[src/mipsPkg.sv]
// Core widths, instruction field types, opcodes, function codes, ALU codes, forward selects
package mipsPkg;

   // Data, instruction and byte address word
   typedef logic [31:0] wordT;
   // Register index
   typedef logic [4:0] regIdxT;
   // Raw I-type immediate
   typedef logic [15:0] immT;
   // Primary opcode, bits 31..26
   typedef logic [5:0] opcodeT;
   // R-type function, bits 5..0
   typedef logic [5:0] functT;
   // ALU operation select
   typedef logic [2:0] aluCtrlT;
   // EX operand source
   typedef logic [1:0] fwdSelT;

   // Opcodes of the kept subset
   localparam opcodeT opcR   = 6'h00;
   localparam opcodeT opcLw  = 6'h23;
   localparam opcodeT opcSw  = 6'h2b;
   localparam opcodeT opcBeq = 6'h04;

   // R-type functions
   localparam functT fnAdd = 6'h20;
   localparam functT fnSub = 6'h22;
   localparam functT fnAnd = 6'h24;
   localparam functT fnOr  = 6'h25;
   localparam functT fnSlt = 6'h2a;

   // ALU operations
   localparam aluCtrlT aluAdd = 3'd0;
   localparam aluCtrlT aluSub = 3'd1;
   localparam aluCtrlT aluAnd = 3'd2;
   localparam aluCtrlT aluOr  = 3'd3;
   localparam aluCtrlT aluSlt = 3'd4;

   // Forward sources
   // Register value read in decode
   localparam fwdSelT fwdNone = 2'b00;
   // ALU result sitting in MEM
   localparam fwdSelT fwdMem  = 2'b10;
   // Writeback data in WB
   localparam fwdSelT fwdWb   = 2'b01;

endpackage

[src/hazardUnit.sv]
// Hazard unit: EX forward selects, load-use stall, beq source stall
`timescale 1ns/10ps
module hazardUnit (
   input  mipsPkg::regIdxT rsId,
   input  mipsPkg::regIdxT rtId,
   input  logic            isBranchId,
   input  mipsPkg::regIdxT rsEx,
   input  mipsPkg::regIdxT rtEx,
   input  mipsPkg::regIdxT destEx,
   input  logic            regWriteEx,
   input  logic            memReadEx,
   input  mipsPkg::regIdxT destMem,
   input  logic            regWriteMem,
   input  mipsPkg::regIdxT destWb,
   input  logic            regWriteWb,
   output logic            stall,
   output mipsPkg::fwdSelT fwdA,
   output mipsPkg::fwdSelT fwdB
);
   logic loadUse;
   logic branchWait;

   // Producer writes a nonzero register that the consumer reads
   function automatic logic hits(input logic wr, input mipsPkg::regIdxT dest,
                                 input mipsPkg::regIdxT src);
      return wr && (dest != '0) && (dest == src);
   endfunction

   // Younger producer in MEM wins over WB
   assign fwdA = hits(regWriteMem, destMem, rsEx) ? mipsPkg::fwdMem :
                 hits(regWriteWb, destWb, rsEx)   ? mipsPkg::fwdWb  : mipsPkg::fwdNone;
   assign fwdB = hits(regWriteMem, destMem, rtEx) ? mipsPkg::fwdMem :
                 hits(regWriteWb, destWb, rtEx)   ? mipsPkg::fwdWb  : mipsPkg::fwdNone;

   // Loaded word not ready until WB
   assign loadUse = hits(memReadEx, destEx, rsId) || hits(memReadEx, destEx, rtId);

   // beq compares in ID, so it waits until the producer reaches WB
   // and the register file bypass covers it
   assign branchWait = isBranchId &&
                       (hits(regWriteEx, destEx, rsId)   || hits(regWriteEx, destEx, rtId) ||
                        hits(regWriteMem, destMem, rsId) || hits(regWriteMem, destMem, rtId));

   assign stall = loadUse || branchWait;

endmodule

[config.mk]
export PLATFORM = sky130hd
export DESIGN_NAME = hazardUnit
export DESIGN_NICKNAME = d
export VERILOG_FILES = /design/src/mipsPkg.sv /design/src/hazardUnit.sv
export SDC_FILE = /design/constraint.sdc
export NUM_CORES = 1
export LEC_CHECK = 0
export ABC_AREA = 1
export BUFFER_PORTS_ARGS = -buffer_cell sky130_fd_sc_hd__buf_4
export CAP_MARGIN = 30
export CORE_MARGIN = 2
export CORE_UTILIZATION = 24
export DETAILED_ROUTE_END_ITERATION = 6
export PLACE_DENSITY = 0.61
export SLEW_MARGIN = 15
export SYNTH_ARGS = -nofsm -noshare
export SYNTH_HDL_FRONTEND = slang
export SYNTH_SLANG_ARGS = --single-unit
[constraint.sdc]
create_clock -name vclk -period 2.2
set_clock_uncertainty 0.2 [all_clocks]
set_input_delay 0.44 -clock vclk [all_inputs]
set_output_delay 0.44 -clock vclk [all_outputs]
set_load 0.01 [all_outputs]
==> impl_metrics.json, run 1 <==
{
  "die_w_um": 57.6,
  "synth_top_family_by_area": "simple AND/OR/NAND/NOR gates",
  "overflow": 0,
  "endpoint_kind": "primary output",
  "fin_area_mm2": 0.00106,
  "startpoint": "destMem[2]",
  "cts_hold_buf": 0,
  "synthAdderAreaFrac": 0,
  "area_growth_pct": 53.2,
  "place_area_mm2": 0.00106,
  "status": "finished, final reports clean",
  "die_area_mm2": 0.00332,
  "antenna_found_initial": 0,
  "fillCellCount": 323,
  "cp_data_required_time_ns": 1.56,
  "hold_ws_ns": 1.08,
  "ys_seq_area_frac": 0,
  "drt_pass1_iterations": 4,
  "fin_crit_ns": 1.90,
  "setup_tns_ns": 0,
  "synth_xor_area_frac": 0.318,
  "cp_max_fo": 5,
  "p_leak_nw": 0.610,
  "finalWirelength_um": 1900,
  "post_cts_resized": 0,
  "muxShareOfSynthArea": 0,
  "diodes": 0,
  "grt_pass1_vias": 744,
  "yosys_warnings": 0,
  "synth_compound_area_frac": 0.0381,
  "start_util": 0.252,
  "first_iter_violations": 10,
  "portBuffers": 45,
  "cp.arrival_ns": 1.26,
  "drc": 0,
  "final_common_cell": "nand2_1",
  "worst_setup_path_start_kind": "input port",
  "num_vias": 885,
  "path_class": "input port to primary output",
  "hold_viol_final": 0,
  "ioPinCount": 45,
  "ys_types": 17,
  "ant_nets": 0,
  "die-height_um": 57.6,
  "grt_pass1_wl_um": 3060,
  "grt_max_degree": 6,
  "dp_hpwl_um": 1780,
  "cap_violations": 0,
  "finalSetupViolations": 0,
  "ir_worst_vdd_mv": 0.0667,
  "cts_setup_buffers": 0,
  "rows": 19,
  "fp.coreArea_mm2": 0.00273,
  "seq_cells": 0,
  "crit_end": "stall",
  "drive_above_1_share": 0.293,
  "fmax_mhz": 526,
  "regArea_um2": 0,
  "synth_simple_gate_area_frac": 0.515,
  "syn_avg_cell_area_um2": 5.00,
  "avgRoutedWirePerCell_um": 8.97,
  "maxSlewViolCount": 0,
  "worst_pin_slew_ns": 0.209,
  "n_clock_buffer": 0,
  "nNetsFinal": 223,
  "fin_crit_sh": 0.865,
  "final_cell_mix": "nand2_1, buf_4, xnor2_1, inv_1, nor2_1",
  "track_usage": 0.112,
  "hold_class": "input port to primary output",
  "cellPowerDensity_mw_per_mm2": 179,
  "grt_setup_unrepaired": "false",
  "fin_util": 0.386,
  "syn-cell-area_um2": 689,
  "place_congestion": 0.788,
  "maxSlewHeadroom": 0.860,
  "via_per_inst": 4.17,
  "synth_nets": 178,
  "netlist_instances": 138
}
-- logic make-up (layout without fill, tap and decap cells) --
group | Yosys count | count (layout)
simple gates | 86 | 86
xor+xnor | 25 | 25
buf+inv | 23 | 66
compound gates | 4 | 4
-- synth_stat cells --
cell type  instances  area, um2
o21ai_2            1       8.76
nand3_1            8       40.0
nor2_2             2       12.5
nor3_2             2       20.0
inv_1             18       67.6
xor2_1             7       61.3
nor3_1             1       5.00
o21bai_1           1       7.51
clkbuf_2           1       5.00
buf_2              1       5.00
inv_2              3       11.3
nand3b_1           1       7.51
o21ai_0            1       5.00
nor2_1            17       63.8
a21oi_1            1       5.00
nand2_1           55        206
xnor2_1           18        158
-- report_power, final --
group / switching, mW / total (mW) / internal, mW
registers: 0 / 0 / 0
clock network: 0 / 0 / 0
logic: 0.0876 / 0.189 / 0.101
-- worst min-delay path by stage --
stage	from	to	slack [ns]	cells after the start
2_1_floorplan	regWriteMem	fwdA[1]	0.82	2
3_3_place_gp	rsEx[4]	fwdA[1]	1.08	5
3_5_place_dp	rsEx[4]	fwdA[1]	1.09	5
4_1_cts	rsEx[4]	fwdA[1]	1.09	5
5_1_grt	rsEx[4]	fwdA[1]	1.12	5
6_report	rsEx[4]	fwdA[1]	1.08	5
-- worst max-delay path, cell delays in order --
cell,delay (ns)
buf_4,0.14
inv_1,0.07
nand3_1,0.08
o21ai_2,0.21
nor2_1,0.06
nand2_1,0.07
nand2_1,0.05
buf_4,0.13
-- stage by stage --
step	std cells	total power, mW	worst slack (ns)
5_1_grt	212	0.212	0.185
2_1_floorplan	138	0.0969	0.409
4_1_cts	212	0.192	0.286
3_5_place_dp	212	0.192	0.289
6_report	212	0.189	0.297
3_3_place_gp	212	0.190	0.288
-- metal layers --
metal,GRT usage,part of all wire
met3,0.0113,0.070
met1,0.128,0.39
met4,0,0
met2,0.232,0.54
met5,0,0
-- cell type report --
class	count	area [um2]	share of cell area
Timing Repair Buffer	45	338	0.320
Tap cell	31	38.8	0.0367
Inverter	21	78.8	0.0746
Multi-Input combinational cell	115	601	0.569
Power figures use the tool's default switching activity.
==> run 2: changes to the inputs <==
--- a/config.mk
+++ b/config.mk
@@ -11,7 +11,9 @@
 export CORE_MARGIN = 2
 export CORE_UTILIZATION = 24
 export DETAILED_ROUTE_END_ITERATION = 6
+export MAX_ROUTING_LAYER = met4
 export PLACE_DENSITY = 0.61
+export RECOVER_POWER = 100
 export SLEW_MARGIN = 15
 export SYNTH_ARGS = -nofsm -noshare
 export SYNTH_HDL_FRONTEND = slang
==> impl_metrics.json, run 2 (synthesis results as in run 1) <==
{
  "fmax_mhz": 508,
  "cp_data_required_time_ns": 1.56,
  "diodes": 0,
  "wl_met2_um": 1020,
  "portBuffers": 45,
  "seq_cells": 0,
  "ant_nets": 0,
  "hold_depth": 5,
  "num_vias": 888,
  "grt_setup_unrepaired": "false",
  "fin_crit_sh": 0.895,
  "drc": 0,
  "via_per_inst": 4.19,
  "overflow": 0,
  "area_growth_pct": 50.1,
  "fp.coreArea_mm2": 0.00273,
  "fin_area_mm2": 0.00103,
  "total_power_mw": 0.186,
  "finalNonFillerCells": 212,
  "cellPowerDensity_mw_per_mm2": 180,
  "final_common_cell": "nand2_1",
  "path_class": "input port to primary output",
  "finalWirelength_um": 1910,
  "grt_max_degree": 6,
  "multi_input_area_um2": 587,
  "finalSetupViolations": 0,
  "fin_util": 0.378,
  "first_iter_violations": 10,
  "drt_pass1_iterations": 4,
  "cts_hold_buf": 0,
  "worst_slack_ns": 0.230,
  "ir_worst_vdd_mv": 0.0649,
  "p_leak_nw": 0.599,
  "setup_tns_ns": 0,
  "maxSlewHeadroom": 0.772,
  "rows": 19,
  "min_to": "fwdA[1]",
  "place_area_mm2": 0.00106,
  "wl_met3_um": 135,
  "hold_viol_final": 0,
  "maxSlewViolCount": 0,
  "drive_above_1_share": 0.265,
  "track_usage": 0.116,
  "cts_setup_buffers": 0,
  "fillCellCount": 326,
  "start_util": 0.252,
  "n_clock_buffer": 0,
  "cap_violations": 0,
  "ioPinCount": 45,
  "grt_pass1_wl_um": 3060,
  "die_w_um": 57.6,
  "antenna_found_initial": 0,
  "cp_max_fo": 5,
  "fin_crit_ns": 1.97,
  "wl_met1_um": 758,
  "hold_ws_ns": 1.09,
  "nNetsFinal": 223,
  "avgRoutedWirePerCell_um": 9.03,
  "place_congestion": 0.800,
  "worst_setup_path_start_kind": "input port",
  "place_inst": 212,
  "status": "finished, final reports clean",
  "hold_class": "input port to primary output",
  "die-height_um": 57.6,
  "grt_pass1_vias": 744,
  "worst_pin_slew_ns": 0.340,
  "hold_path.startpoint": "rsEx[4]",
  "regArea_um2": 0,
  "cp.arrival_ns": 1.33,
  "dp_hpwl_um": 1780,
  "routed.top_layer": "met3",
  "final_cell_mix": "nand2_1, buf_4, xnor2_1, inv_1, nor2_1",
  "die_area_mm2": 0.00332,
  "post_cts_resized": 0,
  "pre_cts_ws_ns": 0.289,
  "endpoint_kind": "primary output"
}
==> run 2: cell type report <==
| type | instances | share of cell area |
|---|---|---|
| well taps | 31 | 0.0375 |
| multi-input cells | 115 | 0.567 |
| inverters | 21 | 0.0762 |
| repair buffers | 45 | 0.319 |
==> run 2: worst max-delay path by stage <==
stage | start | endpoint | cells after the start
after CTS | destMem[1] | stall | 8
after detailed placement | destMem[2] | stall | 8
after floorplan | destMem[2] | fwdA[0] | 6
after global placement | destMem[1] | stall | 8
final | destMem[2] | fwdB[0] | 7
after global routing | destMem[2] | fwdB[0] | 7
==> run 2: routing by layer <==
layer  global-route usage  up-vias
li1                     -      495
met1                0.129      367
met2                0.232       26
met3              0.00907        0
met4                    0        0
met5                    -        -
==> run 2: critical path, stage by stage <==
cell	delay, ns
buf_4	0.14
inv_1	0.07
nand3_1	0.07
o21ai_1	0.24
nor3_1	0.13
nor2_2	0.09
clkbuf_1	0.15
==> run 2: power breakdown <==
| part | internal [mW] | switching, mW |
|---|---|---|
| registers | 0 | 0 |
| clock network | 0 | 0 |
| logic | 0.100 | 0.0860 |
