<file path="src/mipsPkg.sv">
// Core widths, instruction field types, opcodes, function codes, ALU codes, forward selects
package mipsPkg;

   // Data, instruction and byte address word
   typedef logic [31:0] wordT;
   // Register index
   typedef logic [4:0] regIdxT;
   // Raw I-type immediate
   typedef logic [15:0] immT;
   // Primary opcode, bits 31..26
   typedef logic [5:0] opcodeT;
   // R-type function, bits 5..0
   typedef logic [5:0] functT;
   // ALU operation select
   typedef logic [2:0] aluCtrlT;
   // EX operand source
   typedef logic [1:0] fwdSelT;

   // Opcodes of the kept subset
   localparam opcodeT opcR   = 6'h00;
   localparam opcodeT opcLw  = 6'h23;
   localparam opcodeT opcSw  = 6'h2b;
   localparam opcodeT opcBeq = 6'h04;

   // R-type functions
   localparam functT fnAdd = 6'h20;
   localparam functT fnSub = 6'h22;
   localparam functT fnAnd = 6'h24;
   localparam functT fnOr  = 6'h25;
   localparam functT fnSlt = 6'h2a;

   // ALU operations
   localparam aluCtrlT aluAdd = 3'd0;
   localparam aluCtrlT aluSub = 3'd1;
   localparam aluCtrlT aluAnd = 3'd2;
   localparam aluCtrlT aluOr  = 3'd3;
   localparam aluCtrlT aluSlt = 3'd4;

   // Forward sources
   // Register value read in decode
   localparam fwdSelT fwdNone = 2'b00;
   // ALU result sitting in MEM
   localparam fwdSelT fwdMem  = 2'b10;
   // Writeback data in WB
   localparam fwdSelT fwdWb   = 2'b01;

endpackage

</file>
<file path="src/decodeStage.sv">
// Decode stage: control decode, sign extend, register reads, beq resolution, ID/EX register
`timescale 1ns/10ps
module decodeStage (
   input  logic             Clk,
   input  logic             rstN,
   input  logic             stall,
   input  mipsPkg::wordT    instrId,
   input  mipsPkg::wordT    pcPlus4Id,
   input  logic             wbValid,
   input  mipsPkg::regIdxT  wbReg,
   input  mipsPkg::wordT    wbData,
   output mipsPkg::regIdxT  rsId,
   output mipsPkg::regIdxT  rtId,
   output logic             isBranchId,
   output logic             branchTaken,
   output mipsPkg::wordT    branchTarget,
   output mipsPkg::wordT    opA,
   output mipsPkg::wordT    opB,
   output mipsPkg::wordT    immEx,
   output mipsPkg::regIdxT  rsEx,
   output mipsPkg::regIdxT  rtEx,
   output mipsPkg::regIdxT  destEx,
   output mipsPkg::aluCtrlT aluCtrlEx,
   output logic             aluSrcImmEx,
   output logic             regWriteEx,
   output logic             memReadEx,
   output logic             memWriteEx,
   output logic             memToRegEx
);
   mipsPkg::opcodeT  opcode;
   mipsPkg::functT   funct;
   mipsPkg::regIdxT  rdId;
   mipsPkg::regIdxT  dest;
   mipsPkg::immT     imm;
   mipsPkg::wordT    immExt;
   mipsPkg::wordT    rdDataA;
   mipsPkg::wordT    rdDataB;
   mipsPkg::aluCtrlT aluCtrl;
   logic             isR;
   logic             isLw;
   logic             isSw;

   // Field split
   assign opcode = instrId[31:26];
   assign rsId   = instrId[25:21];
   assign rtId   = instrId[20:16];
   assign rdId   = instrId[15:11];
   assign funct  = instrId[5:0];
   assign imm    = instrId[15:0];

   assign isR        = opcode == mipsPkg::opcR;
   assign isLw       = opcode == mipsPkg::opcLw;
   assign isSw       = opcode == mipsPkg::opcSw;
   assign isBranchId = opcode == mipsPkg::opcBeq;

   // R-type writes rd, lw writes rt
   assign dest   = isR ? rdId : rtId;
   assign immExt = {{16{imm[15]}}, imm};

   // lw and sw add, beq subtracts, R-type by function
   always_comb begin
      aluCtrl = mipsPkg::aluAdd;
      if (isBranchId) begin
         aluCtrl = mipsPkg::aluSub;
      end else if (isR) begin
         case (funct)
            mipsPkg::fnSub: aluCtrl = mipsPkg::aluSub;
            mipsPkg::fnAnd: aluCtrl = mipsPkg::aluAnd;
            mipsPkg::fnOr:  aluCtrl = mipsPkg::aluOr;
            mipsPkg::fnSlt: aluCtrl = mipsPkg::aluSlt;
            default:        aluCtrl = mipsPkg::aluAdd;
         endcase
      end
   end

   regFile regFile_i (
      .Clk     (Clk),
      .rstN    (rstN),
      .rdAddrA (rsId),
      .rdAddrB (rtId),
      .wrEn    (wbValid),
      .wrAddr  (wbReg),
      .wrData  (wbData),
      .rdDataA (rdDataA),
      .rdDataB (rdDataB)
   );

   // Early beq resolution, held back while its sources are still in flight
   assign branchTarget = pcPlus4Id + {immExt[29:0], 2'b00};
   assign branchTaken  = isBranchId && !stall && (rdDataA == rdDataB);

   // ID/EX control, bubble on stall
   always_ff @(posedge Clk or negedge rstN) begin
      if (!rstN) begin
         regWriteEx  <= 1'b0;
         memReadEx   <= 1'b0;
         memWriteEx  <= 1'b0;
         memToRegEx  <= 1'b0;
         aluSrcImmEx <= 1'b0;
         aluCtrlEx   <= mipsPkg::aluAdd;
         rsEx        <= '0;
         rtEx        <= '0;
         destEx      <= '0;
      end else begin
         regWriteEx  <= (isR || isLw) && !stall;
         memReadEx   <= isLw && !stall;
         memWriteEx  <= isSw && !stall;
         memToRegEx  <= isLw && !stall;
         aluSrcImmEx <= isLw || isSw;
         aluCtrlEx   <= aluCtrl;
         rsEx        <= rsId;
         rtEx        <= rtId;
         destEx      <= dest;
      end
   end

   // Operand payload
   always_ff @(posedge Clk) begin
      opA   <= rdDataA;
      opB   <= rdDataB;
      immEx <= immExt;
   end

endmodule

</file>
<file path="src/regFile.sv">
// Register file, 32 x 32 bits, r0 fixed at zero, write-before-read bypass
`timescale 1ns/10ps
module regFile (
   input  logic            Clk,
   input  logic            rstN,
   input  mipsPkg::regIdxT rdAddrA,
   input  mipsPkg::regIdxT rdAddrB,
   input  logic            wrEn,
   input  mipsPkg::regIdxT wrAddr,
   input  mipsPkg::wordT   wrData,
   output mipsPkg::wordT   rdDataA,
   output mipsPkg::wordT   rdDataB
);
   mipsPkg::wordT regs [32];

   // Architectural state starts at zero
   always_ff @(posedge Clk or negedge rstN) begin
      if (!rstN) begin
         for (int i = 0; i < 32; i++) begin
            regs[i] <= '0;
         end
      end else if (wrEn && wrAddr != '0) begin
         regs[wrAddr] <= wrData;
      end
   end

   // r0 first, then the word being written this cycle
   function automatic mipsPkg::wordT readPort(input mipsPkg::regIdxT addr);
      if (addr == '0) begin
         return '0;
      end
      if (wrEn && wrAddr == addr) begin
         return wrData;
      end
      return regs[addr];
   endfunction

   always_comb begin
      rdDataA = readPort(rdAddrA);
      rdDataB = readPort(rdAddrB);
   end

endmodule

</file>
<file path="config.mk">
export PLATFORM = sky130hd
export DESIGN_NAME = decodeStage
export DESIGN_NICKNAME = d
export VERILOG_FILES = /design/src/mipsPkg.sv /design/src/decodeStage.sv /design/src/regFile.sv
export SDC_FILE = /design/constraint.sdc
export NUM_CORES = 2
export LEC_CHECK = 0
export BUFFER_PORTS_ARGS = -buffer_cell sky130_fd_sc_hd__buf_2
export CORE_MARGIN = 2
export CORE_UTILIZATION = 50
export DETAILED_ROUTE_END_ITERATION = 8
export MAX_ROUTING_LAYER = met4
export PLACE_DENSITY_LB_ADDON = 0.12
export SYNTH_ARGS = -nofsm -noshare
export SYNTH_HDL_FRONTEND = slang
export SYNTH_SLANG_ARGS = --single-unit
</file>
<file path="constraint.sdc">
create_clock -name Clk -period 8.5 [get_ports Clk]
set_clock_uncertainty 0.05 [all_clocks]
set_input_delay 1.275 -clock Clk [delete_from_list [all_inputs] [get_ports Clk]]
set_output_delay 1.275 -clock Clk [all_outputs]
set_load 0.1 [all_outputs]
</file>
==> qor.csv <==
metric,value,unit
CTS Buffer Depth,3,
nets@finish,4097,
WP data required,7.17,ns
total power,16.93,mW
Clock Latency Late Sink,0.74,ns
Hold Path Class,flip-flop to flip-flop,
post-DR vias/cell,6.648,
Placeable Area,117800,um^2
Synth Net Count,4040,
worst slew pin tran,1.337,ns
Die Y,348.0,um
minimum clock period,7.430,ns
Max Fclk,0.1346,GHz
Fin. Hold Viols,0,
Die W,348.0,um
total track usage,31.82,%
Synth Register Bits,1126,
area grow syn2layout,11.55,%
DRT iter0 DRCs,3541,
initial antenna violation count,9,
Antenna Nets Post-Route,0,
Yosys cell types,69,
WL/cell,32.92,um
HPWL Detailed,105100,um
die area,121100,um^2
sequential-to-total area share from yosys stat,46.94,%
"commonest cells after routing, fill and taps aside","dfrtp_1, mux2_2, mux4_2, buf_2, clkbuf_16",
CTS tree,done,
Post-synth ARST share,92.90,%
Rows,126,
Flop pwr share,41.9,%
cell leakage power,28.74,nW
critical path arrival,6.11,ns
crit path launch type,input port,
number of H-tree levels,4,
max-slew violations,0,
Crit. End Element,primary output,
Max IR drop VDD,0.2105,mV
setup violators final,0,
vias in the first global route,38205,
Gate Count Post-Synth,3905,
kind of critical path,input port to primary output,
"most common cell after layout, fill and taps aside",dfrtp_1,
Synth Flop Type,dfrtp_1,
largest net degree at the start of global routing,163,
drt pass-1 iters,8,
Ys Warns,0,
initial core utilization,50.25,%
Sw Pwr,5.176,mW
GP Congestion,0.8505,
Power Density,256.5,nW/um^2
Synth Area per Inst,15.15,um^2
first-pass GRT wire length,271000,um
I/O pin total,268,
CP max FO,31,
Post-synth EDFFs,0,
Port-buffer cells,263,
hold_buf cts,0,
clock buffer count from CTS,132,
share of layout cells above drive strength 1,53.32,%
final WL,184600,um
period utilization,87.41,%
status,"complete, no violations",
Resized Gates After CTS,0,
Post-route DRC,0,
Post-CTS Setup Inserts,0,
Clock Tree Root,clkbuf_16,
Comb pwr share,24.3,%
clock share of power,33.8,%
TNS Setup,0,ns
Clock Pin Slew Worst Setup and Hold Paths,0.05,ns
RSZ-0062 raised after global routing,false,
fillcell total,9532,
Net Sw Frac,30.58,%
Internal Dissipation,11.75,mW
clock sink count,1126,
grt ovf,0,
max_cap viols,0,
Max-Slew Margin vs Limit,9.927,%
via count,37281,
Mapped Area,59170,um^2
[power by group through the flow]
stage / logic (mW) / clock network, mW / registers (mW)
6_report: 4.12 / 5.72 / 7.10
5_1_grt: 4.34 / 6.04 / 7.21
4_1_cts: 4.13 / 5.82 / 7.07
3_5_place_dp: 4.11 / 0 / 7.16
3_3_place_gp: 4.06 / 0 / 7.12
2_1_floorplan: 2.74 / 0 / 7.45
[registers in the layout (all words and copies together), names as in the netlist]
| signal | count |
|---|---|
| opA | 32 |
| regFile_i.regs | 1024 |
| memToRegEx | 1 |
| rtEx | 5 |
| aluCtrlEx | 3 |
| destEx | 5 |
| memWriteEx | 1 |
| opB | 32 |
| immEx | 16 |
| rsEx | 5 |
| regWriteEx | 1 |
| aluSrcImmEx | 1 |
[cells in the mapped netlist, types with 7 or more instances]
library cell / count / area [um^2]
a2111oi_0: 7 / 61.31
a211oi_1: 52 / 390.4
a21o_1: 17 / 127.6
a21oi_1: 37 / 185.2
a221o_1: 26 / 260.3
a22oi_1: 12 / 90.09
buf_1: 72 / 270.3
buf_2: 69 / 345.3
buf_4: 40 / 300.3
buf_6: 7 / 78.83
clkbuf_1: 251 / 942.2
dfrtp_1: 1046 / 26180
dfxtp_1: 80 / 1602
ha_1: 29 / 362.9
inv_1: 10 / 37.54
mux2_2: 1010 / 11370
mux2i_1: 105 / 1051
mux4_1: 7 / 183.9
mux4_2: 551 / 12410
nand2_1: 65 / 244.0
nand3_1: 27 / 135.1
nand3b_1: 7 / 52.55
nand4_1: 11 / 68.82
nor2_1: 64 / 240.2
nor2b_1: 28 / 175.2
nor3_1: 22 / 110.1
o211a_1: 7 / 70.07
o21a_1: 8 / 60.06
o21ai_0: 39 / 195.2
o22ai_1: 29 / 181.4
o31ai_1: 7 / 52.55
xnor2_1: 54 / 473.0
xor2_1: 8 / 70.07
[worst max-delay path, stage by stage]
cell and delay [ns]:
buf_8 0.31, buf_4 0.52, buf_4 0.47, mux4_2 0.54, nor2b_1 0.14, a211oi_1 0.24, a211oi_1 0.08, a221o_1 0.33
xnor2_1 0.53, nand4_1 0.22, or4_1 0.59, nor4_2 0.56, buf_12 0.24
[stage by stage]
step                      area, um^2  cells  hold slack (ns)  worst slack [ns]  util (%)
after global routing           66010   5607           0.3560            0.8709     56.05
after floorplan                59170   3905           0.3883            0.8321         -
final                          66010   5608           0.3404             1.070     56.05
after detailed placement       61660   5364           0.3320             1.043     52.36
after CTS                      66000   5604           0.3451             1.039     56.04
after global placement         61660   5364           0.3268             1.026     52.36
[per-layer routing]
layer  routed length [um]  global-route usage [%]  up-vias  part of all wire [%]
li1                     -                       -    15232                     -
met1                77810                   43.41    20348                    42
met2                89160                   49.75     1413                    48
met3                11930                   4.839      288                   6.5
met4                 5735                   9.692        0                   3.1
met5                    0                       -        -                     0
[path summary, 6_finish.rpt]
path	startpoint	endpoint	slack, ns	depth (start not counted)
worst max-delay path	instrId[21]	branchTaken	1.07	13
worst min-delay path	regFile_i.regs[1010]$_DFFE_PN0P_	regFile_i.regs[1010]$_DFFE_PN0P_	0.34	0
worst max register to register	regFile_i.regs[588]$_DFFE_PN0P_	opA[12]$_DFF_P_	6.29	5
worst min register to register	regFile_i.regs[1010]$_DFFE_PN0P_	regFile_i.regs[1010]$_DFFE_PN0P_	0.34	0
max in group asynchronous	rstN	regFile_i.regs[335]$_DFFE_PN0P_	5.91	3
min in group asynchronous	rstN	regFile_i.regs[710]$_DFFE_PN0P_	0.50	1
[logic make-up after synthesis]
| kind of cell | Yosys count | share of synthesized area [%] |
|---|---|---|
| muxes | 1673 | 42.28 |
| DFF | 1126 | 46.94 |
| adders and majority gates | 30 | 0.6470 |
| AOI/OAI and AO/OA | 292 | 3.533 |
| buffers and inverters | 453 | 3.408 |
| and+or+nand+nor | 269 | 2.275 |
| xor gates and xnor gates | 62 | 0.9177 |
[layout make-up]
type / count / area (um^2) / area share (%)
Tap cell: 1536 / 1922 / 2.912
Antenna cell: 4 / 10.01 / 0.01516
Clock buffer: 206 / 3970 / 6.014
Timing Repair Buffer: 364 / 2285 / 3.461
Inverter: 12 / 47.55 / 0.07203
Clock inverter: 34 / 365.4 / 0.5535
Sequential cell: 1126 / 27780 / 42.08
Multi-Input combinational cell: 2326 / 29630 / 44.89
(Power assumes the default switching activity.)
