### src/mipsPkg.sv
// Core widths, instruction field types, opcodes, function codes, ALU codes, forward selects
package mipsPkg;

   // Data, instruction and byte address word
   typedef logic [31:0] wordT;
   // Register index
   typedef logic [4:0] regIdxT;
   // Raw I-type immediate
   typedef logic [15:0] immT;
   // Primary opcode, bits 31..26
   typedef logic [5:0] opcodeT;
   // R-type function, bits 5..0
   typedef logic [5:0] functT;
   // ALU operation select
   typedef logic [2:0] aluCtrlT;
   // EX operand source
   typedef logic [1:0] fwdSelT;

   // Opcodes of the kept subset
   localparam opcodeT opcR   = 6'h00;
   localparam opcodeT opcLw  = 6'h23;
   localparam opcodeT opcSw  = 6'h2b;
   localparam opcodeT opcBeq = 6'h04;

   // R-type functions
   localparam functT fnAdd = 6'h20;
   localparam functT fnSub = 6'h22;
   localparam functT fnAnd = 6'h24;
   localparam functT fnOr  = 6'h25;
   localparam functT fnSlt = 6'h2a;

   // ALU operations
   localparam aluCtrlT aluAdd = 3'd0;
   localparam aluCtrlT aluSub = 3'd1;
   localparam aluCtrlT aluAnd = 3'd2;
   localparam aluCtrlT aluOr  = 3'd3;
   localparam aluCtrlT aluSlt = 3'd4;

   // Forward sources
   // Register value read in decode
   localparam fwdSelT fwdNone = 2'b00;
   // ALU result sitting in MEM
   localparam fwdSelT fwdMem  = 2'b10;
   // Writeback data in WB
   localparam fwdSelT fwdWb   = 2'b01;

endpackage

### src/executeStage.sv
// Execute stage: operand forwarding, ALU, EX/MEM register
`timescale 1ns/10ps
module executeStage (
   input  logic             Clk,
   input  logic             rstN,
   input  mipsPkg::wordT    opA,
   input  mipsPkg::wordT    opB,
   input  mipsPkg::wordT    immEx,
   input  mipsPkg::regIdxT  destEx,
   input  mipsPkg::aluCtrlT aluCtrlEx,
   input  logic             aluSrcImmEx,
   input  logic             regWriteEx,
   input  logic             memReadEx,
   input  logic             memWriteEx,
   input  logic             memToRegEx,
   input  mipsPkg::fwdSelT  fwdA,
   input  mipsPkg::fwdSelT  fwdB,
   input  mipsPkg::wordT    wbData,
   output mipsPkg::wordT    aluResultMem,
   output mipsPkg::wordT    storeDataMem,
   output mipsPkg::regIdxT  destMem,
   output logic             regWriteMem,
   output logic             memReadMem,
   output logic             memWriteMem,
   output logic             memToRegMem
);
   mipsPkg::wordT srcA;
   mipsPkg::wordT srcB;
   mipsPkg::wordT storeData;
   mipsPkg::wordT aluResult;

   // One forward mux shared by both operands
   function automatic mipsPkg::wordT pickOperand(input mipsPkg::fwdSelT sel,
                                                 input mipsPkg::wordT regVal,
                                                 input mipsPkg::wordT memVal,
                                                 input mipsPkg::wordT wbVal);
      case (sel)
         mipsPkg::fwdMem: return memVal;
         mipsPkg::fwdWb:  return wbVal;
         default:         return regVal;
      endcase
   endfunction

   assign srcA      = pickOperand(fwdA, opA, aluResultMem, wbData);
   // Forwarded rt also serves as sw data
   assign storeData = pickOperand(fwdB, opB, aluResultMem, wbData);
   assign srcB      = aluSrcImmEx ? immEx : storeData;

   always_comb begin
      case (aluCtrlEx)
         mipsPkg::aluAdd: aluResult = srcA + srcB;
         mipsPkg::aluSub: aluResult = srcA - srcB;
         mipsPkg::aluAnd: aluResult = srcA & srcB;
         mipsPkg::aluOr:  aluResult = srcA | srcB;
         // Signed compare
         mipsPkg::aluSlt: aluResult = {31'b0, $signed(srcA) < $signed(srcB)};
         default:         aluResult = '0;
      endcase
   end

   // EX/MEM control
   always_ff @(posedge Clk or negedge rstN) begin
      if (!rstN) begin
         destMem     <= '0;
         regWriteMem <= 1'b0;
         memReadMem  <= 1'b0;
         memWriteMem <= 1'b0;
         memToRegMem <= 1'b0;
      end else begin
         destMem     <= destEx;
         regWriteMem <= regWriteEx;
         memReadMem  <= memReadEx;
         memWriteMem <= memWriteEx;
         memToRegMem <= memToRegEx;
      end
   end

   // Result and store payload
   always_ff @(posedge Clk) begin
      aluResultMem <= aluResult;
      storeDataMem <= storeData;
   end

endmodule

### config.mk
export PLATFORM = sky130hd
export DESIGN_NAME = executeStage
export DESIGN_NICKNAME = d
export VERILOG_FILES = /design/src/mipsPkg.sv /design/src/executeStage.sv
export SDC_FILE = /design/constraint.sdc
export NUM_CORES = 1
export LEC_CHECK = 0
export ABC_AREA = 1
export BUFFER_PORTS_ARGS = -buffer_cell sky130_fd_sc_hd__buf_4
export CAP_MARGIN = 20
export CORE_MARGIN = 5
export CORE_UTILIZATION = 50
export DETAILED_ROUTE_END_ITERATION = 16
export GPL_ROUTABILITY_DRIVEN = 0
export GPL_TIMING_DRIVEN = 0
export PLACE_DENSITY = 0.83
export SLEW_MARGIN = 20
export SYNTH_ARGS = -nofsm -noshare
export SYNTH_HDL_FRONTEND = slang
export SYNTH_SLANG_ARGS = --single-unit
### constraint.sdc
create_clock -name Clk -period 3.2 [get_ports Clk]
set_clock_uncertainty 0.05 [all_clocks]
set_input_delay 0.16 -clock Clk [delete_from_list [all_inputs] [get_ports Clk]]
set_output_delay 0.16 -clock Clk [all_outputs]
set_load 0.02 [all_outputs]
==> out/qor.yml, run 1 <==
syn_avg_cell_area_um2: 5.81
layout_common_cells: "nand2_1 (453), inv_1 (325), buf_4 (226)"
cp_num_buf_inv: 5
track_usage_pct: 34.3
synth_warnings: 0
vdd_drop_max_v: 0.000287
fill_cells: 1654
vias: 12200
ys_seq_elements: 73
ant_nets: 0
die_w_um: 148
yosysSeqAreaShare_pct: 15.9
die_area_um2: 21800
clockBufferDepth: 2
initial_core_util_pct: 50.8
power_frac_clock_pct: 20.4
crit_path_max_fanout: 10
synthAdderAreaFrac_pct: 15.0
postLayoutSetupSlackWorst_ps: 94.3
final_cell_area_um2: 12000
synth_area_um2: 9470
synthSimpleGateAreaFrac_pct: 34.0
clk-insertion-delay-late_ps: 340
worstMarginPinSlew_ps: 822
pwr-share-seq_pct: 20.0
synth_top_area_cell: "nand2_1"
worst_hold_slack_ps: -4.38
port-buffer-count: 218
dr.pass1.iters: 8
r2r_slack_ps: 210
path_clk_slew_ps: 60
layout_min_cycle_time_ps: 3110
wirelength_mm: 39.9
setup_tns_ps: 0
drive_gt1_share_pct: 18.9
tritoncts: "done"
cp.required_ps: 3330
synth_area_leaders: "nand2_1 (18%), ha_1 (15%), dfxtp_1 (14%)"
synth_top_family_by_area: "simple AND/OR/NAND/NOR gates"
synth-compound-area-share_pct: 18.6
status: "finished, violations left"
min_period_over_period_pct: 97.1
p_int_w: 0.00298
synth_top_area_share_pct: 18.0
slew_viol_final: 0
mappedNetlistNets: 1888
globalRouteOverflowTotal: 0
diodes: 0
synth_cell_types: 42
synth_xor_area_share_pct: 0.0925
cp_cell_sequence: "buf_4, inv_1, ha_2, inv_2, clkbuf_2, o21ai_0, o21ai_0, ha_1, clkbuf_1, a21oi_1, a21boi_0, nand2_1, a21oi_1, nand3_1, nand3_1, nand3_1"
io_pins: 220
first_global_vias: 11100
rsz0062_at_grt: "true"
synth.mux.area_fraction_pct: 0
grt_max_degree: 14
cts.sinks: 73
root_buffer: "clkbuf_16"
syn_to_final_growth_pct: 27.0
wl_per_cell_um: 18.9
syn-instance-count: 1629
violations: "negative hold slack"
setup_viol: 0
placed_area_um2: 11400
critical-path-max-stage-delay_ps: 400
dr.first_iter.drc_count: 1711
fin_util_pct: 64.5
cp-start-kind: "input pin"
cts-htree-levels: 3
drv_cap: 0
route.detailed.drc: 0
comb_power_share_pct: 59.6
criticalPathCategory: "in2reg"
nets: 2128
die_height_um: 148
power.leakage_nw: 6.92
crit_arrival_ps: 3240
cp_slowest_cell: "o21ai_0"
layout_commonest_cell: "nand2_1"
antenna_found_initial: 0
p_total_w: 0.00574
std_cell_rows: 50
numCtsBuffers: 9
via_per_inst: 5.77
dpl_worst_slack_ps: -855
grt_pass1_wl_mm: 59.2
hpwl_mm: 32.5
crit_top_cell: "nand3_1"
end_kind: "flip-flop"
worst_hold_path_type: "in2reg"
hold_viol: 1
path_delay_family: "compound AO/OA/AOI/OAI gates"
max_freq_mhz: 322
p_per_area_nw_per_um2: 478
fp.coreArea_um2: 18600
p_switching_w: 0.00277
p_sw_share_pct: 48.1
slew_headroom_pct: 45.2
==> cell usage after synthesis <==
library cell	count
nand2_1	453
clkinv_1	2
or2_0	1
o2111ai_1	7
a21o_1	2
a221o_1	60
dfrtp_1	9
dfxtp_1	64
nor4_1	2
buf_4	5
a22o_1	1
o311ai_0	1
inv_1	326
fa_1	2
inv_2	7
nand3_2	1
nor3_1	13
a32oi_1	1
buf_2	22
a21oi_2	3
nand3_1	134
nor2_1	114
nor2_2	10
o21ai_0	104
xor2_1	1
nand2_2	14
ha_1	110
clkbuf_1	39
nand4_1	14
a21boi_0	6
o21ai_1	9
or2_2	2
and2_1	4
nand3b_1	1
a21oi_1	70
o21bai_1	6
o21bai_2	1
and3_1	3
nor3_2	2
clkinv_2	1
a221oi_1	1
o211ai_1	1
==> power by group through the flow <==
stage,Combinational (W),Sequential (W),Clock (W)
5_1_grt,0.00371,0.00116,0.00122
6_report,0.00342,0.00115,0.00117
4_1_cts,0.00324,0.00114,0.00117
3_5_place_dp,0.00319,0.00116,0
2_1_floorplan,0.00197,0.00131,0
3_3_place_gp,0.00313,0.00116,0
==> registers in the layout, indices dropped and copies added, names as in the netlist <==
register and flops:
memToRegMem 1, storeDataMem 32, aluResultMem 32, destMem 5, memReadMem 1, memWriteMem 1, regWriteMem 1
==> path summary, 6_finish.rpt <==
| check | end | from | depth (start not counted) |
|---|---|---|---|
| worst max-delay path | aluResultMem[31] | fwdB[0] | 16 |
| worst min-delay path | storeDataMem[9] | opB[9] | 3 |
| worst max register to register | aluResultMem[14] | aluResultMem[0] | 12 |
| worst min register to register | storeDataMem[31] | aluResultMem[31] | 2 |
| max in group asynchronous | destMem[3] | rstN | 2 |
| min in group asynchronous | destMem[2] | rstN | 2 |
==> kinds of logic (layout without fill, tap and decap cells) <==
group / count (synthesis) / count (layout)
XOR/XNOR: 1 / 1
AO/OA/AOI/OAI: 273 / 273
AND/OR/NAND/NOR: 768 / 768
adder cells (fa/ha/maj): 112 / 112
flip-flops: 73 / 73
buffers and inverters: 402 / 647
==> final cells by class <==
cell class	count	area (um^2)	area share, %
Tap cell	234	293	2.44
Sequential cell	73	1510	12.5
Multi-Input combinational cell	1154	6530	54.3
Inverter	336	1260	10.5
Timing Repair Buffer	230	1750	14.6
Clock inverter	6	113	0.937
Buffer	65	334	2.78
Clock buffer	10	229	1.91
==> tightest hold or removal path: cells and delay by family <==
kind | cells | cell delay (ps)
AOI/OAI and AO/OA | 1 | 60
buffers and inverters | 2 | 130
==> what timing repair did <==
action | in CTS | in global routing
hold buffers | 10 | 0
pin swaps | 0 | 3
setup buffers | 0 | 2
setup endpoints to repair | 29 | 26
resized for setup | 32 | 98
hold endpoints to repair | 18 | 0
==> routing by layer <==
layer  track usage (%)  up-vias  share of wire (%)  routed length (um)
met2              56.7      918                 45               17800
met1              43.2     5430                 37               14800
met4              16.8        0                5.8                2300
met3              5.79      150                 12                4980
li1                  -     5655                  -                   -
met5                 0        -                  0                   0
==> stage by stage <==
step / instances / hold slack [ps]
final: 2108 / -4.38
after floorplan: 1629 / -186
after detailed placement: 2081 / -63.7
after CTS: 2107 / 1.38
after global placement: 2081 / -64.8
after global routing: 2108 / 12.1
(Power assumes the default switching activity.)
==> inputs of run 2 (changes only) <==
Settings changed: CORE_UTILIZATION 50 to 25, PLACE_DENSITY 0.83 to 0.51.
Clock period 3.2 ns to 3.4 ns, I/O delays scaled along.
==> run 2 against run 1 <==
Against the previous run:
- largest power group unchanged
- clock power decreased by 3%
- combinational power decreased by 6.7%
- critical path depth stayed put
- the flow now finishes without violations
- sequential share of layout area fell by 0.23 points
- first-iteration DRC count down 49%
- die area rose by 92%
- cell count rose by 13%
- total power decreased by 6.0%
- global-route usage down 14 points
- setup slack gained 14 ps
- flip-flop and latch count unchanged
- non-clock buffer count fell by 2
==> out/qor.yml, run 2 (synthesized netlist as in run 1, its figures left out) <==
cp_slowest_cell: "o21ai_0"
path_clk_slew_ps: 60  # about the same
cp.required_ps: 3520  # +190 ps
initial_core_util_pct: 25.2  # -26 points
reg_top3: "aluResultMem (32), storeDataMem (32), destMem (5)"
first_global_vias: 11000  # -1.1%
cp_num_buf_inv: 5  # unchanged
worstMarginPinSlew_ps: 926  # +104 ps
crit_top_cell: "nand3_1"
vdd_drop_max_v: 0.000217  # -24%
crit_arrival_ps: 3410  # +170 ps
hpwl_mm: 38.1  # +17%
power.leakage_nw: 6.86  # -0.79%
grt_pass1_wl_mm: 65.1  # +10%
min_period_over_period_pct: 96.8
layout_common_cells: "nand2_1 (453), inv_1 (325), buf_4 (224)"
end_kind: "flip-flop"
route.detailed.drc: 0  # unchanged
std_cell_rows: 71  # +42%
max_freq_mhz: 304
via_per_inst: 4.76  # -17%
fp.coreArea_um2: 37500  # +100%
antenna_found_initial: 0  # unchanged
layout_commonest_cell: "nand2_1"
tritoncts: "done"
dpl_worst_slack_ps: -821  # +34.5 ps
dp.cells: 2358  # +13%
nets: 2126  # -0.094%
diodes: 0  # unchanged
die_w_um: 205  # +39%
slew_headroom_pct: 38.3  # -6.9 points
globalRouteOverflowTotal: 0  # unchanged
numCtsBuffers: 9  # unchanged
final_cells: 2383  # +13%
crit_start: "fwdB[0]"
root_buffer: "clkbuf_16"
drive_gt1_share_pct: 17.5  # -1.5 points
r2r-start: "aluResultMem[30]"
wl_per_cell_um: 18.5  # -2.4%
cts-htree-levels: 3  # unchanged
dr.first_iter.drc_count: 869  # -49%
slew_viol_final: 0  # unchanged
vias: 11400  # -6.6%
track_usage_pct: 20.3  # -14 points
hold_viol: 0  # -1
wirelength_mm: 44.1  # +10%
drv_cap: 0  # unchanged
worst_hold_slack_ps: 8.92  # +13.3 ps
ant_nets: 0  # unchanged
p_per_area_nw_per_um2: 441  # -7.8%
postLayoutSetupSlackWorst_ps: 108  # +14.1 ps
r2r_cells: 12  # unchanged
critical-path-max-stage-delay_ps: 450  # +50 ps
io_pins: 220  # unchanged
dr.pass1.iters: 5  # -3
status: "finished, final reports clean"
worst_hold_path_type: "in2reg"
port-buffer-count: 218  # unchanged
layout_min_cycle_time_ps: 3290
cts.sinks: 73  # unchanged
rsz0062_at_grt: "true"
clk-insertion-delay-late_ps: 350  # about the same
die_height_um: 205  # +39%
grt_max_degree: 14  # unchanged
clockBufferDepth: 2  # unchanged
path_delay_family: "compound AO/OA/AOI/OAI gates"
hold_depth: 3  # unchanged
crit_path_max_fanout: 10  # unchanged
cp_cell_sequence: "buf_4, inv_1, ha_2, inv_2, clkbuf_2, o21ai_0, o21ai_0, ha_1, clkbuf_1, a21oi_1, a21boi_0, nand2_1, a21oi_1, nand3_1, nand3_1, nand3_1"
criticalPathCategory: "in2reg"
cp-start-kind: "input pin"
die_area_um2: 41900  # +92%
min_from: "opB[2]"
crit_cells: 16  # unchanged
setup_viol: 0  # unchanged
syn_to_final_growth_pct: 29.4
[run 2: changes by cell type in the layout (fill, tap and decap cells not counted), sizes merged]
| cell | before | now |
|---|---|---|
| buf | 250 | 246 |
| clkbuf | 45 | 47 |
| clkinvlp | 0 | 1 |
| inv | 335 | 334 |
[run 2: cell type report]
| type | count | area (um^2) |
|---|---|---|
| Fill cell | 4176 | 25200 |
| Clock buffer | 10 | 229 |
| Timing Repair Buffer | 228 | 1740 |
| Inverter | 336 | 1260 |
| Tap cell | 511 | 639 |
| Buffer | 65 | 315 |
| Multi-Input combinational cell | 1154 | 6440 |
| Clock inverter | 6 | 115 |
| Sequential cell | 73 | 1510 |
[run 2: tightest hold or removal path: stages]
cell and delay, ps:
buf_4 80, o21ai_1 70, inv_1 50
[run 2: repair_timing]
| item | CTS | global route |
|---|---|---|
| cloned | 0 | 0 |
| resized for setup | 28 | 45 |
| hold buffers | 10 | 0 |
| setup endpoints to repair | 29 | 25 |
| buffers inserted | 0 | 0 |
| endpoints found under the hold margin | 18 | 0 |
| pin swaps | 0 | 1 |
[run 2: power by group]
group          leakage (nW)  switching [W]  total [W]  internal, W
Combinational          6.06        0.00212    0.00319      0.00107
Clock                 0.163       0.000405    0.00113     0.000721
Sequential            0.641      0.0000962    0.00108     0.000988
[run 2: worst paths after layout]
check,slack (ps),end
hold reg to reg,490,storeDataMem[31]
setup / recovery,110,aluResultMem[31]
setup reg to reg,300,aluResultMem[31]
max in group asynchronous,3010,memWriteMem
min in group asynchronous,150,memToRegMem
hold / removal,9,storeDataMem[2]
[run 2: metrics by stage]
stage	power, W	utilization, %	area (um^2)	setup TNS (ps)
after floorplan	0.00309	-	9470	0
after global placement	0.00419	31.3	11700	-17650
after detailed placement	0.00420	31.3	11700	-19340
after CTS	0.00537	32.6	12200	0
after global routing	0.00581	32.7	12200	-16.5
final	0.00540	32.7	12200	0
[run 2: routing by layer]
layer / GRT usage [%] / vias to the layer above / part of all wire, %
li1: - / 5649 / -
met1: 26.3 / 5188 / 43
met2: 35.7 / 469 / 47
met3: 2.09 / 45 / 7.6
met4: 6.34 / 0 / 2.6
met5: 0 / - / 0
==> inputs of run 3 (changes only) <==
Settings changed: ABC_AREA 1 to default, PLACE_DENSITY 0.51 to 0.52.
==> run 3 against run 2 <==
Against the previous run:
- combinational power shrank 8.2%
- clock power fell by 12%
- synthesized cell count shrank 30%
- flip-flop and latch count unchanged
- the run now ends with negative setup slack left
- clock-buffer cell count fell by 1
- synthesized area fell by 15%
- sequential share of layout area down 0.17 points
- hold slack got worse by 4.5 ps
- critical path depth increased by 4
- register-to-register slack got worse by 530 ps
- cell count fell by 22%
==> out/qor.yml, run 3 <==
status: "finished, violations left"
violations: "negative setup slack"
vdd_drop_max_v: 0.000228  # +5.4%
globalRouteOverflowTotal: 0  # unchanged
cp.required_ps: 3670  # +150 ps
drive_gt1_share_pct: 33.9  # +16 points
max_freq_mhz: 275  # -9.6%
fill_cells: 3279  # -21%
hold_viol: 0  # unchanged
path_clk_slew_ps: 80  # +20 ps
grt_max_degree: 17  # +3
syn_to_final_growth_pct: 55.2
setup_viol: 13  # +13
mappedNetlistNets: 1407  # -25%
synthFlopType: "dfxtp_1"
r2r_slack_ps: -230  # -530 ps
fp.coreArea_um2: 31600  # -16%
clk-insertion-delay-late_ps: 370  # +20 ps
synth_top_area_cell: "ha_1"
async_reset_ff_share_pct: 12.3  # unchanged
ys_seq_elements: 73  # unchanged
cp-start-kind: "input pin"
tritoncts: "done"
die_height_um: 189  # -7.5%
layout_common_cells: "buf_4 (264), inv_1 (122), nand2_1 (113)"
first_global_vias: 9672  # -12%
grt_pass1_wl_mm: 60.7  # -6.8%
dr.pass1.iters: 5  # unchanged
crit_arrival_ps: 3910  # +500 ps
p_per_area_nw_per_um2: 398  # -9.7%
fin_util_pct: 39.4  # +6.8 points
io_pins: 220  # unchanged
syn-instance-count: 1148  # -30%
die_area_um2: 35800  # -14%
port-buffer-count: 216  # -0.92%
worst_hold_path_type: "in2reg"
initial_core_util_pct: 25.4  # +0.17 points
wirelength_mm: 42.3  # -4.1%
crit_path_max_fanout: 10  # unchanged
worst_hold_slack_ps: 4.38  # -4.54 ps
cts-htree-levels: 3  # unchanged
hpwl_mm: 32.0  # -16%
antenna_found_initial: 0  # unchanged
synth_warnings: 0  # unchanged
synth_most_common_cell: "inv_1"
rsz0062_at_grt: "true"
worstMarginPinSlew_ps: 938  # +12.0 ps
r2r_cells: 16  # +4
synth_cell_types: 71  # +69%
numCtsBuffers: 9  # unchanged
nets: 1716  # -19%
postLayoutSetupSlackWorst_ps: -241  # -349 ps
setup_tns_ps: -1410  # -1410 ps
ant_nets: 0  # unchanged
dpl_worst_slack_ps: -1570  # -749 ps
synth_area_um2: 8040  # -15%
synth_top_area_share_pct: 17.1  # -0.85 points
slew_viol_final: 0  # unchanged
clockBufferDepth: 2  # unchanged
dr.first_iter.drc_count: 790  # -9.1%
slew_headroom_pct: 37.5  # -0.80 points
criticalPathCategory: "in2reg"
wl_per_cell_um: 22.7  # +23%
power.leakage_nw: 5.60  # -18%
syn_avg_cell_area_um2: 7.00  # +21%
cts.sinks: 73  # unchanged
reg_top3: "aluResultMem (32), storeDataMem (32), destMem (5)"
reg2reg_to: "aluResultMem[31]"
synth-edff-count: 0  # unchanged
min_from: "opB[15]"
yosysSeqAreaShare_pct: 18.7  # +2.8 points
via_per_inst: 5.32  # +12%
vias: 9920  # -13%
diodes: 0  # unchanged
layout_commonest_cell: "buf_4"
route.detailed.drc: 0  # unchanged
root_buffer: "clkbuf_16"
r2r-start: "aluResultMem[12]"
hold_depth: 3  # unchanged
min_period_over_period_pct: 107  # +10 points
die_w_um: 189  # -7.5%
drv_cap: 0  # unchanged
synthTopCellsByCount: "inv_1 (127), a21oi_1 (116), nand2_1 (115)"
std_cell_rows: 65  # -8.5%
layout_min_cycle_time_ps: 3640  # +349 ps
end_kind: "flip-flop"
track_usage_pct: 22.2  # +1.8 points
synth_area_leaders: "ha_1 (17%), dfxtp_1 (16%), a21oi_1 (7.2%)"
min_to: "storeDataMem[15]"
[run 3: cells by family after synthesis]
group / Yosys count / synth area share (%)
adder cells (fa/ha/maj): 112 / 17.6
buffers and inverters: 207 / 10.3
flip-flops: 73 / 18.7
AO/OA/AOI/OAI: 412 / 32.1
AND/OR/NAND/NOR: 308 / 17.0
multiplexers: 9 / 1.28
XOR/XNOR: 27 / 2.94
[run 3: metrics by stage]
| step | power, W | std cells | instance area (um^2) |
|---|---|---|---|
| floorplan | 0.00258 | 1148 | 8290 |
| global placement | 0.00341 | 1766 | 10400 |
| detailed placement | 0.00342 | 1766 | 10400 |
| CTS | 0.00481 | 1853 | 12200 |
| global route | 0.00523 | 1864 | 12500 |
| finish | 0.00497 | 1864 | 12500 |
[run 3: worst max-delay path, stage by stage]
cell	delay (ps)
buf_6	100
inv_2	60
ha_4	210
buf_12	150
buf_12	150
nor2_2	120
a21oi_2	50
o21ai_2	220
ha_1	280
buf_6	160
inv_2	70
a21oi_2	80
o31a_1	280
o41ai_4	330
nor3_2	110
a211oi_4	310
a21boi_2	130
or3_1	320
or4_4	480
nand3_2	80
[run 3: report_power, final]
part	switching, W	total (W)	internal, W
Combinational	0.00169	0.00293	0.00124
Sequential	0.0000762	0.00104	0.000969
Clock	0.000481	0.000996	0.000515
Total	0.00224	0.00497	0.00272
[run 3: layout make-up]
class / count / area, um^2 / share of cell area, %
Inverter: 129 / 499 / 4.00
Clock inverter: 7 / 63.8 / 0.511
Sequential cell: 73 / 1510 / 12.1
Buffer: 70 / 688 / 5.51
Timing Repair Buffer: 306 / 2440 / 19.6
Clock buffer: 9 / 225 / 1.80
Multi-Input combinational cell: 868 / 6550 / 52.5
Tap cell: 402 / 503 / 4.03
[run 3: how the worst max path moves through the flow]
stage,start,to,slack [ps],depth (start not counted)
after floorplan,fwdA[0],aluResultMem[31],-130,17
after global placement,fwdA[1],aluResultMem[31],-1540,16
after detailed placement,fwdA[1],aluResultMem[31],-1570,16
after CTS,aluSrcImmEx,aluResultMem[31],-170,15
after global routing,fwdB[0],aluResultMem[31],-350,20
final,fwdB[0],aluResultMem[31],-240,20
[run 3: per-layer routing]
metal	routed length (um)	track usage (%)	vias to the layer above
met5	0	0	-
met4	2250	10.8	0
met3	3540	4.02	102
met2	19000	36.8	505
met1	17500	27.8	4706
li1	-	-	4607
[run 3: timing repair]
| action | 4_1_cts | 5_1_grt |
|---|---|---|
| endpoints found under the setup margin | 29 | 21 |
| resized for setup | 210 | 53 |
| endpoints found under the hold margin | 40 | 0 |
| gates cloned | 0 | 2 |
| hold buffers | 32 | 0 |
| setup buffers | 44 | 12 |
| pin swaps | 52 | 33 |
